## src/source/agen_pkg.sv

```systemverilog
package agen_pkg;

   // Field widths
   localparam int addr_w   = 32;
   localparam int seg_id_w = 3;
   localparam int tag_w    = 8;

   // Address, offset or segment base and limit
   typedef logic [addr_w-1:0] addr_t;

   // Segment register number
   typedef logic [seg_id_w-1:0] seg_id_t;

   // Micro-op tag carried to the memory stage
   typedef logic [tag_w-1:0] tag_t;

endpackage

```

## src/source/uop_pkg.sv

```systemverilog
package uop_pkg;

   // Micro-op kind
   typedef logic [2:0] op_t;

   localparam op_t op_mem      = 3'd0;
   localparam op_t op_stack    = 3'd1;
   localparam op_t op_intr     = 3'd2;
   localparam op_t op_cmps_src = 3'd3;
   localparam op_t op_cmps_dst = 3'd4;

   // Access size, code 3 is reserved and counts as 4 bytes
   typedef logic [1:0] mem_size_t;

   localparam mem_size_t size_1 = 2'd0;
   localparam mem_size_t size_2 = 2'd1;
   localparam mem_size_t size_4 = 2'd2;

endpackage
```

## src/source/agen_stage.sv

```systemverilog
module agen_stage #(
   parameter int STACK_SEG = 2
) (
   input  logic               clk,
   input  logic               rst,
   input  logic               in_valid,
   input  uop_pkg::op_t       in_op,
   input  agen_pkg::seg_id_t  in_seg,
   input  uop_pkg::mem_size_t in_size,
   input  agen_pkg::addr_t    in_base,
   input  agen_pkg::addr_t    in_disp,
   input  agen_pkg::addr_t    in_esp,
   input  logic               in_df,
   input  logic               in_rep_steady,
   input  agen_pkg::addr_t    in_intr_addr,
   input  agen_pkg::tag_t     in_tag,
   output agen_pkg::seg_id_t  seg_sel,
   input  agen_pkg::addr_t    seg_base,
   input  agen_pkg::addr_t    seg_limit,
   output logic               out_valid,
   output agen_pkg::addr_t    out_addr,
   output agen_pkg::addr_t    out_offset,
   output uop_pkg::mem_size_t out_size,
   output agen_pkg::tag_t     out_tag,
   output logic               out_limit_exc
);

   agen_pkg::addr_t   cmps_offset;
   agen_pkg::seg_id_t cmps_seg;
   agen_pkg::addr_t   offset;
   agen_pkg::addr_t   lin_addr;
   logic              is_intr;
   logic              limit_exc;

   assign is_intr = in_op == uop_pkg::op_intr;

   string_addr_track u_string_track (
      .clk        (clk),
      .rst        (rst),
      .valid      (in_valid),
      .op         (in_op),
      .size       (in_size),
      .df         (in_df),
      .rep_steady (in_rep_steady),
      .seg        (in_seg),
      .start      (in_base),
      .offset     (cmps_offset),
      .seg_out    (cmps_seg)
   );

   // Segment and offset by micro-op kind
   always_comb begin
      seg_sel = in_seg;
      offset  = in_base + in_disp;
      case (in_op)
         uop_pkg::op_stack: begin
            seg_sel = agen_pkg::seg_id_t'(STACK_SEG);
            offset  = in_esp;
         end
         uop_pkg::op_intr: offset = in_intr_addr;
         uop_pkg::op_cmps_src, uop_pkg::op_cmps_dst: begin
            seg_sel = cmps_seg;
            offset  = cmps_offset;
         end
         default: ;
      endcase
   end

   // Interrupt vectors bypass segmentation
   assign lin_addr = is_intr ? offset : seg_base + offset;

   seg_limit_check u_limit_check (
      .offset    (offset),
      .size      (in_size),
      .limit     (seg_limit),
      .check_en  (!is_intr),
      .limit_exc (limit_exc)
   );

   always_ff @(posedge clk) begin
      if (rst) begin
         out_valid     <= 1'b0;
         out_limit_exc <= 1'b0;
      end else begin
         out_valid     <= in_valid;
         out_limit_exc <= in_valid && limit_exc;
      end
   end

   always_ff @(posedge clk) begin
      out_addr   <= lin_addr;
      out_offset <= offset;
      out_size   <= in_size;
      out_tag    <= in_tag;
   end

endmodule

```

## src/source/agen_top.sv

```systemverilog
module agen_top #(
   parameter int STACK_SEG = 2,
   parameter int NUM_SEGS  = 8
) (
   input  logic               clk,
   input  logic               rst,
   input  logic               cfg_we,
   input  agen_pkg::seg_id_t  cfg_seg,
   input  agen_pkg::addr_t    cfg_base,
   input  agen_pkg::addr_t    cfg_limit,
   input  logic               in_valid,
   input  uop_pkg::op_t       in_op,
   input  agen_pkg::seg_id_t  in_seg,
   input  uop_pkg::mem_size_t in_size,
   input  agen_pkg::addr_t    in_base,
   input  agen_pkg::addr_t    in_disp,
   input  agen_pkg::addr_t    in_esp,
   input  logic               in_df,
   input  logic               in_rep_steady,
   input  agen_pkg::addr_t    in_intr_addr,
   input  agen_pkg::tag_t     in_tag,
   output logic               out_valid,
   output agen_pkg::addr_t    out_addr,
   output agen_pkg::addr_t    out_offset,
   output uop_pkg::mem_size_t out_size,
   output agen_pkg::tag_t     out_tag,
   output logic               out_limit_exc
);

   agen_pkg::seg_id_t seg_sel;
   agen_pkg::addr_t   seg_base;
   agen_pkg::addr_t   seg_limit;

   seg_regs #(
      .NUM_SEGS (NUM_SEGS)
   ) u_seg_regs (
      .clk       (clk),
      .rst       (rst),
      .cfg_we    (cfg_we),
      .cfg_seg   (cfg_seg),
      .cfg_base  (cfg_base),
      .cfg_limit (cfg_limit),
      .rd_seg    (seg_sel),
      .rd_base   (seg_base),
      .rd_limit  (seg_limit)
   );

   agen_stage #(
      .STACK_SEG (STACK_SEG)
   ) u_agen_stage (
      .clk           (clk),
      .rst           (rst),
      .in_valid      (in_valid),
      .in_op         (in_op),
      .in_seg        (in_seg),
      .in_size       (in_size),
      .in_base       (in_base),
      .in_disp       (in_disp),
      .in_esp        (in_esp),
      .in_df         (in_df),
      .in_rep_steady (in_rep_steady),
      .in_intr_addr  (in_intr_addr),
      .in_tag        (in_tag),
      .seg_sel       (seg_sel),
      .seg_base      (seg_base),
      .seg_limit     (seg_limit),
      .out_valid     (out_valid),
      .out_addr      (out_addr),
      .out_offset    (out_offset),
      .out_size      (out_size),
      .out_tag       (out_tag),
      .out_limit_exc (out_limit_exc)
   );

endmodule

```

## src/source/seg_limit_check.sv

```systemverilog
module seg_limit_check (
   input  agen_pkg::addr_t   offset,
   input  uop_pkg::mem_size_t size,
   input  agen_pkg::addr_t   limit,
   input  logic              check_en,
   output logic              limit_exc
);

   // Byte index of the last byte within the access
   logic [1:0] last_idx;

   // One extra bit so a wrap past 4G still counts as a violation
   logic [agen_pkg::addr_w:0] last_byte;
   logic [agen_pkg::addr_w:0] limit_ext;

   always_comb begin
      case (size)
         uop_pkg::size_1: last_idx = 2'd0;
         uop_pkg::size_2: last_idx = 2'd1;
         default:         last_idx = 2'd3;
      endcase
   end

   assign last_byte = {1'b0, offset} + {31'b0, last_idx};
   assign limit_ext = {1'b0, limit};

   assign limit_exc = check_en && (last_byte > limit_ext);

endmodule

```

## src/source/seg_regs.sv

```systemverilog
module seg_regs #(
   parameter int NUM_SEGS = 8
) (
   input  logic              clk,
   input  logic              rst,
   input  logic              cfg_we,
   input  agen_pkg::seg_id_t cfg_seg,
   input  agen_pkg::addr_t   cfg_base,
   input  agen_pkg::addr_t   cfg_limit,
   input  agen_pkg::seg_id_t rd_seg,
   output agen_pkg::addr_t   rd_base,
   output agen_pkg::addr_t   rd_limit
);

   agen_pkg::addr_t base_q  [NUM_SEGS];
   agen_pkg::addr_t limit_q [NUM_SEGS];

   logic rd_hit;

   always_ff @(posedge clk) begin
      if (rst) begin
         for (int i = 0; i < NUM_SEGS; i++) begin
            base_q[i]  <= '0;
            limit_q[i] <= '0;
         end
      end else if (cfg_we && (int'(cfg_seg) < NUM_SEGS)) begin
         base_q[cfg_seg]  <= cfg_base;
         limit_q[cfg_seg] <= cfg_limit;
      end
   end

   // Segments past NUM_SEGS read as base 0, limit 0
   assign rd_hit = int'(rd_seg) < NUM_SEGS;

   always_comb begin
      rd_base  = '0;
      rd_limit = '0;
      if (rd_hit) begin
         rd_base  = base_q[rd_seg];
         rd_limit = limit_q[rd_seg];
      end
   end

endmodule

```

## src/source/string_addr_track.sv

```systemverilog
module string_addr_track (
   input  logic               clk,
   input  logic               rst,
   input  logic               valid,
   input  uop_pkg::op_t       op,
   input  uop_pkg::mem_size_t size,
   input  logic               df,
   input  logic               rep_steady,
   input  agen_pkg::seg_id_t  seg,
   input  agen_pkg::addr_t    start,
   output agen_pkg::addr_t    offset,
   output agen_pkg::seg_id_t  seg_out
);

   // Saved index pointers, src for the first uop and dst for the second
   agen_pkg::addr_t   src_ptr_q;
   agen_pkg::addr_t   dst_ptr_q;
   agen_pkg::seg_id_t src_seg_q;
   agen_pkg::seg_id_t dst_seg_q;

   agen_pkg::addr_t   step_mag;
   agen_pkg::addr_t   step;
   agen_pkg::addr_t   saved_ptr;
   agen_pkg::seg_id_t saved_seg;
   agen_pkg::addr_t   base;
   logic              is_src;
   logic              is_dst;

   assign is_src = op == uop_pkg::op_cmps_src;
   assign is_dst = op == uop_pkg::op_cmps_dst;

   always_comb begin
      case (size)
         uop_pkg::size_1: step_mag = 32'd1;
         uop_pkg::size_2: step_mag = 32'd2;
         default:         step_mag = 32'd4;
      endcase
   end

   // DF set walks the strings downwards
   assign step = df ? ('0 - step_mag) : step_mag;

   assign saved_ptr = is_dst ? dst_ptr_q : src_ptr_q;
   assign saved_seg = is_dst ? dst_seg_q : src_seg_q;

   assign base    = rep_steady ? saved_ptr : start;
   assign offset  = base + step;
   assign seg_out = rep_steady ? saved_seg : seg;

   always_ff @(posedge clk) begin
      if (rst) begin
         src_ptr_q <= '0;
         dst_ptr_q <= '0;
         src_seg_q <= '0;
         dst_seg_q <= '0;
      end else if (valid) begin
         if (is_src) begin
            src_ptr_q <= offset;
            src_seg_q <= seg_out;
         end
         if (is_dst) begin
            dst_ptr_q <= offset;
            dst_seg_q <= seg_out;
         end
      end
   end

endmodule

```

## config.mk

```make
export PLATFORM = sky130hd
export DESIGN_NAME = agen_top
export DESIGN_NICKNAME = d
export VERILOG_FILES = /design/src/source/agen_pkg.sv /design/src/source/uop_pkg.sv /design/src/source/agen_stage.sv /design/src/source/agen_top.sv /design/src/source/seg_limit_check.sv /design/src/source/seg_regs.sv /design/src/source/string_addr_track.sv
export SDC_FILE = /design/constraint.sdc
export NUM_CORES = 1
export LEC_CHECK = 0
export ABC_CLOCK_PERIOD_IN_PS = 21800
export BUFFER_PORTS_ARGS = -buffer_cell sky130_fd_sc_hd__buf_2
export CAP_MARGIN = 20
export CELL_PAD_IN_SITES_DETAIL_PLACEMENT = 0
export CELL_PAD_IN_SITES_GLOBAL_PLACEMENT = 1
export CORE_MARGIN = 5
export CORE_UTILIZATION = 43
export CTS_CLUSTER_SIZE = 10
export DETAILED_ROUTE_END_ITERATION = 8
export GPL_ROUTABILITY_DRIVEN = 0
export PLACE_DENSITY = 0.83
export SLEW_MARGIN = 20
export SYNTH_ARGS = -nofsm -noshare
export SYNTH_HDL_FRONTEND = slang
export SYNTH_HIERARCHICAL = 1
export SYNTH_SLANG_ARGS = --single-unit
```

## constraint.sdc

```tcl
create_clock -name clk -period 21.8 [get_ports clk]
set_input_delay 5.45 -clock clk [delete_from_list [all_inputs] [get_ports clk]]
set_output_delay 5.45 -clock clk [all_outputs]
set_load 0.1 [all_outputs]
```

==> results of run 1 <==
==> sequential cells by signal, summed over array words and instances (netlist names) <==
register,count
u_agen_stage/out_offset,32
u_agen_stage/u_string_track/src_seg_q,3
u_seg_regs/base_q,256
u_agen_stage/u_string_track/dst_seg_q,3
u_agen_stage/out_valid,1
u_agen_stage/u_string_track/dst_ptr_q,32
u_agen_stage/out_tag,8
u_seg_regs/limit_q,256
u_agen_stage/out_addr,32
u_agen_stage/u_string_track/src_ptr_q,32
u_agen_stage/out_size,2
u_agen_stage/out_limit_exc,1
==> area by class of cell <==
class	instances	share of cell area (%)
flip-flops and latches	658	45.63
multi-input cells	2090	39.33
clock buffers	116	5.351
repair buffers	344	4.711
well taps	1070	3.338
inverters	140	1.310
clock inverters	9	0.3182
diodes	2	0.01248
==> routing by layer <==
layer	track usage (%)	share of wire, %	up-vias	wire (um)
met2	39.59	48	1280	52900
met5	0	0	-	0
met1	33.97	40	13130	44980
met4	6.394	2.7	0	3010
met3	4.970	9.3	155	10330
li1	-	-	12120	-
==> where the power goes <==
part | internal [mW] | total, mW | switching, mW | leakage, nW
sequential | 1.46 | 1.50 | 0.0394 | 6.11
combinational | 0.365 | 1.27 | 0.909 | 6.91
clock | 0.680 | 1.19 | 0.506 | 1.09
total | 2.51 | 3.96 | 1.45 | 14.1
==> layout by cell type, fill, tap and decap left out, types with 76 or more instances in the layout <==
cell type / synthesis / final
a21oi_1: 210 / 209
buf_2: 43 / 292
mux2_2: 82 / 82
nand2_1: 219 / 217
mux4_2: 131 / 131
ha_1: 131 / 131
nor3_1: 527 / 527
nor2_1: 141 / 141
edfxtp_1: 512 / 512
dfxtp_1: 146 / 146
inv_1: 76 / 76
clkbuf_16: 0 / 79
==> through the flow <==
stage	setup WS [ns]	util [%]	area (um^2)	total power, mW	std cells
after detailed placement	8.773	46.14	37830	2.785	4302
final	9.161	48.92	40100	3.965	4429
after floorplan	10.70	-	35510	2.441	3117
after CTS	9.367	48.91	40100	3.973	4427
after global placement	8.870	46.14	37830	2.780	4302
after global routing	8.702	48.91	40100	4.120	4427
==> final timing paths <==
check                                                               start                                        end  slack [ns]  cells after the start
worst max-delay path                                             in_op[2]                 u_agen_stage/out_limit_exc        9.16                     30
worst min-delay path            u_agen_stage/u_string_track/dst_ptr_q[20]  u_agen_stage/u_string_track/dst_ptr_q[20]        0.45                      2
worst min register to register  u_agen_stage/u_string_track/dst_ptr_q[20]  u_agen_stage/u_string_track/dst_ptr_q[20]        0.45                      2
worst max register to register   u_agen_stage/u_string_track/dst_ptr_q[0]                 u_agen_stage/out_limit_exc       15.23                     26
==> worst max-delay path: cells and delay by family <==
kind	cells	cell delay [ns]
multiplexers	2	0.29
AO/OA/AOI/OAI	9	1.91
AND/OR/NAND/NOR	10	2.67
buffers and inverters	4	1.25
adder cells (fa/ha/maj)	3	1.04
XOR/XNOR	2	0.52
==> logic make-up after synthesis <==
| logic type | synth area share (%) |
|---|---|
| flip-flops | 51.53 |
| buffers and inverters | 4.573 |
| multiplexers | 12.35 |
| AND/OR/NAND/NOR | 14.56 |
| AO/OA/AOI/OAI | 9.366 |
| adder cells (fa/ha/maj) | 4.841 |
| XOR/XNOR | 2.780 |
==> results.sh, run 1 <==
export IMPL_ys_seq_elements=658
export IMPL_holdWs_ns=0.4523
export IMPL_drv_cap=0
export IMPL_clock_fmax_mhz=79.12
export IMPL_cp_end_kind="register"
export IMPL_synth_edf_count=512
export IMPL_grt_pass1_wl_um=167500
export IMPL_grt_max_degree=210
export IMPL_synth_top_cell_area_share_pct=43.30
export IMPL_dp_hpwl_um=72330
export IMPL_area_delta_synth_final_pct=12.93
export IMPL_worstSetupPathType="in2reg"
export IMPL_cp_slowest_cell="nor3_1"
export IMPL_overflow=0
export IMPL_crit_required_ns=22.36
export IMPL_clock_latency_ns=0.64
export IMPL_setup_tns_ns=0
export IMPL_yosysMostFrequentCell="nor3_1"
export IMPL_core_area_um2=81980
export IMPL_setup_viol_count_final=0
export IMPL_peakVddDrop_v=0.00008916
export IMPL_grt_pass1_vias=26210
export IMPL_p_leak_nw=14.11
export IMPL_vias_per_cell=6.024
export IMPL_rsz0062_at_grt="false"
export IMPL_rows=105
export IMPL_startpoint_type="input pin"
export IMPL_synthFlopType="edfxtp_1"
export IMPL_wl_per_cell_um=25.11
export IMPL_vias=26680
export IMPL_clock_skew_ns=0.02626
export IMPL_clock_sinks=658
export IMPL_grt_antenna_before_repair=4
export IMPL_fillerInstances=7447
export IMPL_arrival_ns=13.20
export IMPL_synth_seq_area_share_pct=51.53
export IMPL_firstDrtPassIters=5
export IMPL_drive_gt1_share_pct=21.66
export IMPL_synth_top_cells_by_count="nor3_1, edfxtp_1, nand2_1"
export IMPL_yosysWarnings=6
export IMPL_syn_inst=3117
export IMPL_routed_wl_um=111200
export IMPL_synth_fp_nets=3469
export IMPL_synth_top_area_cell="edfxtp_1"
export IMPL_grtUsageTotal_pct=24.46
export IMPL_crit_top_cell="a21oi_1"
export IMPL_register_area_um2=18300
export IMPL_clkTransAtPathRegs_ns=0.06
export IMPL_route_detailed_drc=0
export IMPL_cts_tree="built"
export IMPL_htree_levels=3
export IMPL_drtAntennaViolNets=0
export IMPL_ys_types=95
export IMPL_root_buffer="clkbuf_16"
export IMPL_hold_viol_final=0
export IMPL_tightest_slew_ns=1.129
export IMPL_max_slew_margin_pct=24.50
export IMPL_cpPeakStageDelay_ns=0.63
export IMPL_synth_area_um2=35510
export IMPL_timing_final_crit_share_pct=57.98
export IMPL_fin_nets=3664
export IMPL_dieArea_um2=88430
export IMPL_p_per_area_nw_per_um2=98.87
export IMPL_status="finished clean"
export IMPL_die_w_um=297.4
export IMPL_postCtsHoldBufs=0
export IMPL_cts_setup_buffers=0
export IMPL_layout_min_cycle_time_ns=12.64
export IMPL_synthTopCellsByArea="edfxtp_1, mux4_2, dfxtp_1, nor3_1, ha_1"
export IMPL_async_flop_share_pct=0
export IMPL_ios=293
export IMPL_clockBufferDepth=3
export IMPL_drtIter0Drc=2966
export IMPL_maxSlewViolCount=0
export IMPL_multi_input_area_um2=15770
export IMPL_cts_buffers=78
export IMPL_io_buffers=292
export IMPL_hold_class="reg2reg"
export IMPL_start_util_pct=43.32
export IMPL_cts_resized=0
export IMPL_syn_area_per_cell_um2=11.39
export IMPL_die_y_um=297.4
export IMPL_crit_fanout=49
No activity file was read; power rests on OpenSTA's default activity.
==> run 2: changes to the inputs <==
--- a/config.mk
+++ b/config.mk
@@ -5,7 +5,7 @@
 export SDC_FILE = /design/constraint.sdc
 export NUM_CORES = 1
 export LEC_CHECK = 0
-export ABC_CLOCK_PERIOD_IN_PS = 21800
+export ABC_CLOCK_PERIOD_IN_PS = 13100
 export BUFFER_PORTS_ARGS = -buffer_cell sky130_fd_sc_hd__buf_2
 export CAP_MARGIN = 20
 export CELL_PAD_IN_SITES_DETAIL_PLACEMENT = 0
==> constraint.sdc (replaced) <==
create_clock -name clk -period 13.1 [get_ports clk]
set_input_delay 3.275 -clock clk [delete_from_list [all_inputs] [get_ports clk]]
set_output_delay 3.275 -clock clk [all_outputs]
set_load 0.1 [all_outputs]
==> run 2 against run 1 <==
  * Worst setup slack got worse by 6.3 ns
  * Via count up 0.44%
  * Total power rose by 70%
  * Non-clock buffer count is 5 higher
  * Clock skew increased by 0.015 ns
  * Register-to-register slack got worse by 8.5 ns
  * Count of clock-buffer cells in the layout up 3
  * Sequential power increased by 67%
  * Final area rose by 0.59%
  * Cell count grew 0.23%
  * Die area unchanged
  * Highest routed layer is now met5
==> results.sh, run 2 (synthesized netlist as in run 1, its figures left out) <==
export IMPL_status="finished clean"
export IMPL_overflow=0
export IMPL_setup_tns_ns=0
export IMPL_layout_min_cycle_time_ns=10.23
export IMPL_cts_buffers=80
export IMPL_root_buffer="clkbuf_16"
export IMPL_grt_pass1_wl_um=167500
export IMPL_clock_sinks=658
export IMPL_placed_cells=4307
export IMPL_final_cell_mix="nor3_1, edfxtp_1, buf_2, nand2_1, a21oi_1"
export IMPL_vias=26800
export IMPL_drtAntennaViolNets=0
export IMPL_cpPeakStageDelay_ns=0.65
export IMPL_cp_buffers_inverters=4
export IMPL_r2r_end="u_agen_stage/out_limit_exc"
export IMPL_die_y_um=297.4
export IMPL_grt_pass1_vias=26460
export IMPL_setup_viol_count_final=0
export IMPL_drv_cap=0
export IMPL_maxSlewViolCount=0
export IMPL_dieArea_um2=88430
export IMPL_die_w_um=297.4
export IMPL_fillerInstances=7391
export IMPL_grt_max_degree=182
export IMPL_wl_per_cell_um=25.20
export IMPL_final_common_cell="nor3_1"
export IMPL_grtUsageTotal_pct=24.47
export IMPL_peakVddDrop_v=0.0001088
export IMPL_vias_per_cell=6.036
export IMPL_worstSetupPathType="in2reg"
export IMPL_rows=105
export IMPL_io_buffers=292
export IMPL_ios=293
export IMPL_clock_latency_ns=0.63
export IMPL_drive_gt1_share_pct=22.00
export IMPL_final_core_util_pct=49.21
export IMPL_clock_fmax_mhz=97.72
export IMPL_crit_required_ns=13.62
export IMPL_cp_end_kind="register"
export IMPL_tightest_slew_ns=1.086
export IMPL_route_detailed_drc=0
export IMPL_clock_skew_ns=0.04163
export IMPL_postCtsHoldBufs=0
export IMPL_crit_top_cell="a21oi_1"
export IMPL_crit_fanout=49
export IMPL_cts_resized=0
export IMPL_crit_cells=32
export IMPL_p_leak_nw=14.24
export IMPL_arrival_ns=10.75
export IMPL_firstDrtPassIters=5
export IMPL_cts_tree="built"
export IMPL_p_per_area_nw_per_um2=167.3
export IMPL_dp_hpwl_um=73590
export IMPL_max_slew_margin_pct=27.59
export IMPL_reg2reg_setup_slack_ns=6.72
export IMPL_reg2reg_depth=28
export IMPL_clkTransAtPathRegs_ns=0.05
export IMPL_grt_antenna_before_repair=7
export IMPL_routed_wl_um=111900
export IMPL_drtIter0Drc=2420
export IMPL_htree_levels=3
export IMPL_fin_nets=3671
export IMPL_core_area_um2=81980
export IMPL_worstReg2RegStart="u_agen_stage/u_string_track/dst_ptr_q[0]"
export IMPL_cp_startpoint="in_op[2]"
export IMPL_cts_setup_buffers=0
export IMPL_cp_slowest_cell="o221ai_1"
export IMPL_area_delta_synth_final_pct=13.60
export IMPL_hold_class="reg2reg"
export IMPL_timing_final_crit_share_pct=78.11
export IMPL_start_util_pct=43.32
export IMPL_critPathCapture="u_agen_stage/out_limit_exc"
export IMPL_clockBufferDepth=3
export IMPL_startpoint_type="input pin"
export IMPL_rsz0062_at_grt="false"
export IMPL_crit_family="compound AO/OA/AOI/OAI gates"
export IMPL_hold_viol_final=0
export IMPL_final_cell_count_no_fill=4439
export IMPL_top_regs="u_seg_regs/base_q (256), u_seg_regs/limit_q (256)"
[run 2: worst min path at each step]
stage                                                    startpoint                                        end  slack (ns)  depth (start not counted)
after floorplan            u_agen_stage/u_string_track/src_ptr_q[0]   u_agen_stage/u_string_track/src_ptr_q[0]        0.44                          2
after global placement    u_agen_stage/u_string_track/src_ptr_q[22]  u_agen_stage/u_string_track/src_ptr_q[22]        0.44                          2
after detailed placement  u_agen_stage/u_string_track/dst_ptr_q[12]  u_agen_stage/u_string_track/dst_ptr_q[12]        0.45                          2
after CTS                 u_agen_stage/u_string_track/dst_ptr_q[12]  u_agen_stage/u_string_track/dst_ptr_q[12]        0.45                          2
after global routing      u_agen_stage/u_string_track/dst_ptr_q[23]  u_agen_stage/u_string_track/dst_ptr_q[23]        0.47                          2
final                     u_agen_stage/u_string_track/dst_ptr_q[12]  u_agen_stage/u_string_track/dst_ptr_q[12]        0.45                          2
[run 2: layer usage]
metal | track usage, % | wire length, um
met1 | 33.27 | 45620
met3 | 4.415 | 9083
met5 | 0 | 13
met4 | 8.267 | 4149
met2 | 39.92 | 53010
[run 2: final cells by class]
class / instances / area (um^2) / share of cell area, %
Antenna cell: 1 / 2.502 / 0.006203
Inverter: 140 / 525.5 / 1.303
Tap cell: 1070 / 1339 / 3.319
Timing Repair Buffer: 349 / 1927 / 4.777
Clock inverter: 12 / 201.4 / 0.4994
Sequential cell: 658 / 18300 / 45.36
Multi-Input combinational cell: 2090 / 15770 / 39.10
Clock buffer: 119 / 2272 / 5.633
[run 2: per-stage QoR]
step	power [mW]	instance area (um^2)	setup WS (ns)	hold slack, ns
finish	6.748	40340	2.867	0.4540
CTS	6.759	40340	2.990	0.4535
global placement	4.635	37860	2.514	0.4422
floorplan	4.063	35510	4.176	0.4357
detailed placement	4.643	37860	2.353	0.4461
global route	6.999	40340	2.351	0.4724
[run 2: power breakdown]
part / total, mW / switching [mW] / internal (mW)
combinational: 2.13 / 1.52 / 0.609
sequential: 2.50 / 0.0656 / 2.44
clock: 2.11 / 0.858 / 1.25
total: 6.75 / 2.45 / 4.30
[run 2: worst reg2reg max path, delay by kind of cell, from the launching register on]
| kind | cells | cell delay, ns |
|---|---|---|
| xor gates and xnor gates | 2 | 0.49 |
| and+or+nand+nor | 9 | 1.72 |
| adders and majority gates | 3 | 0.95 |
| muxes | 2 | 0.31 |
| DFF | 1 | 0.33 |
| buffers and inverters | 1 | 0.08 |
| AOI/OAI and AO/OA | 11 | 2.41 |
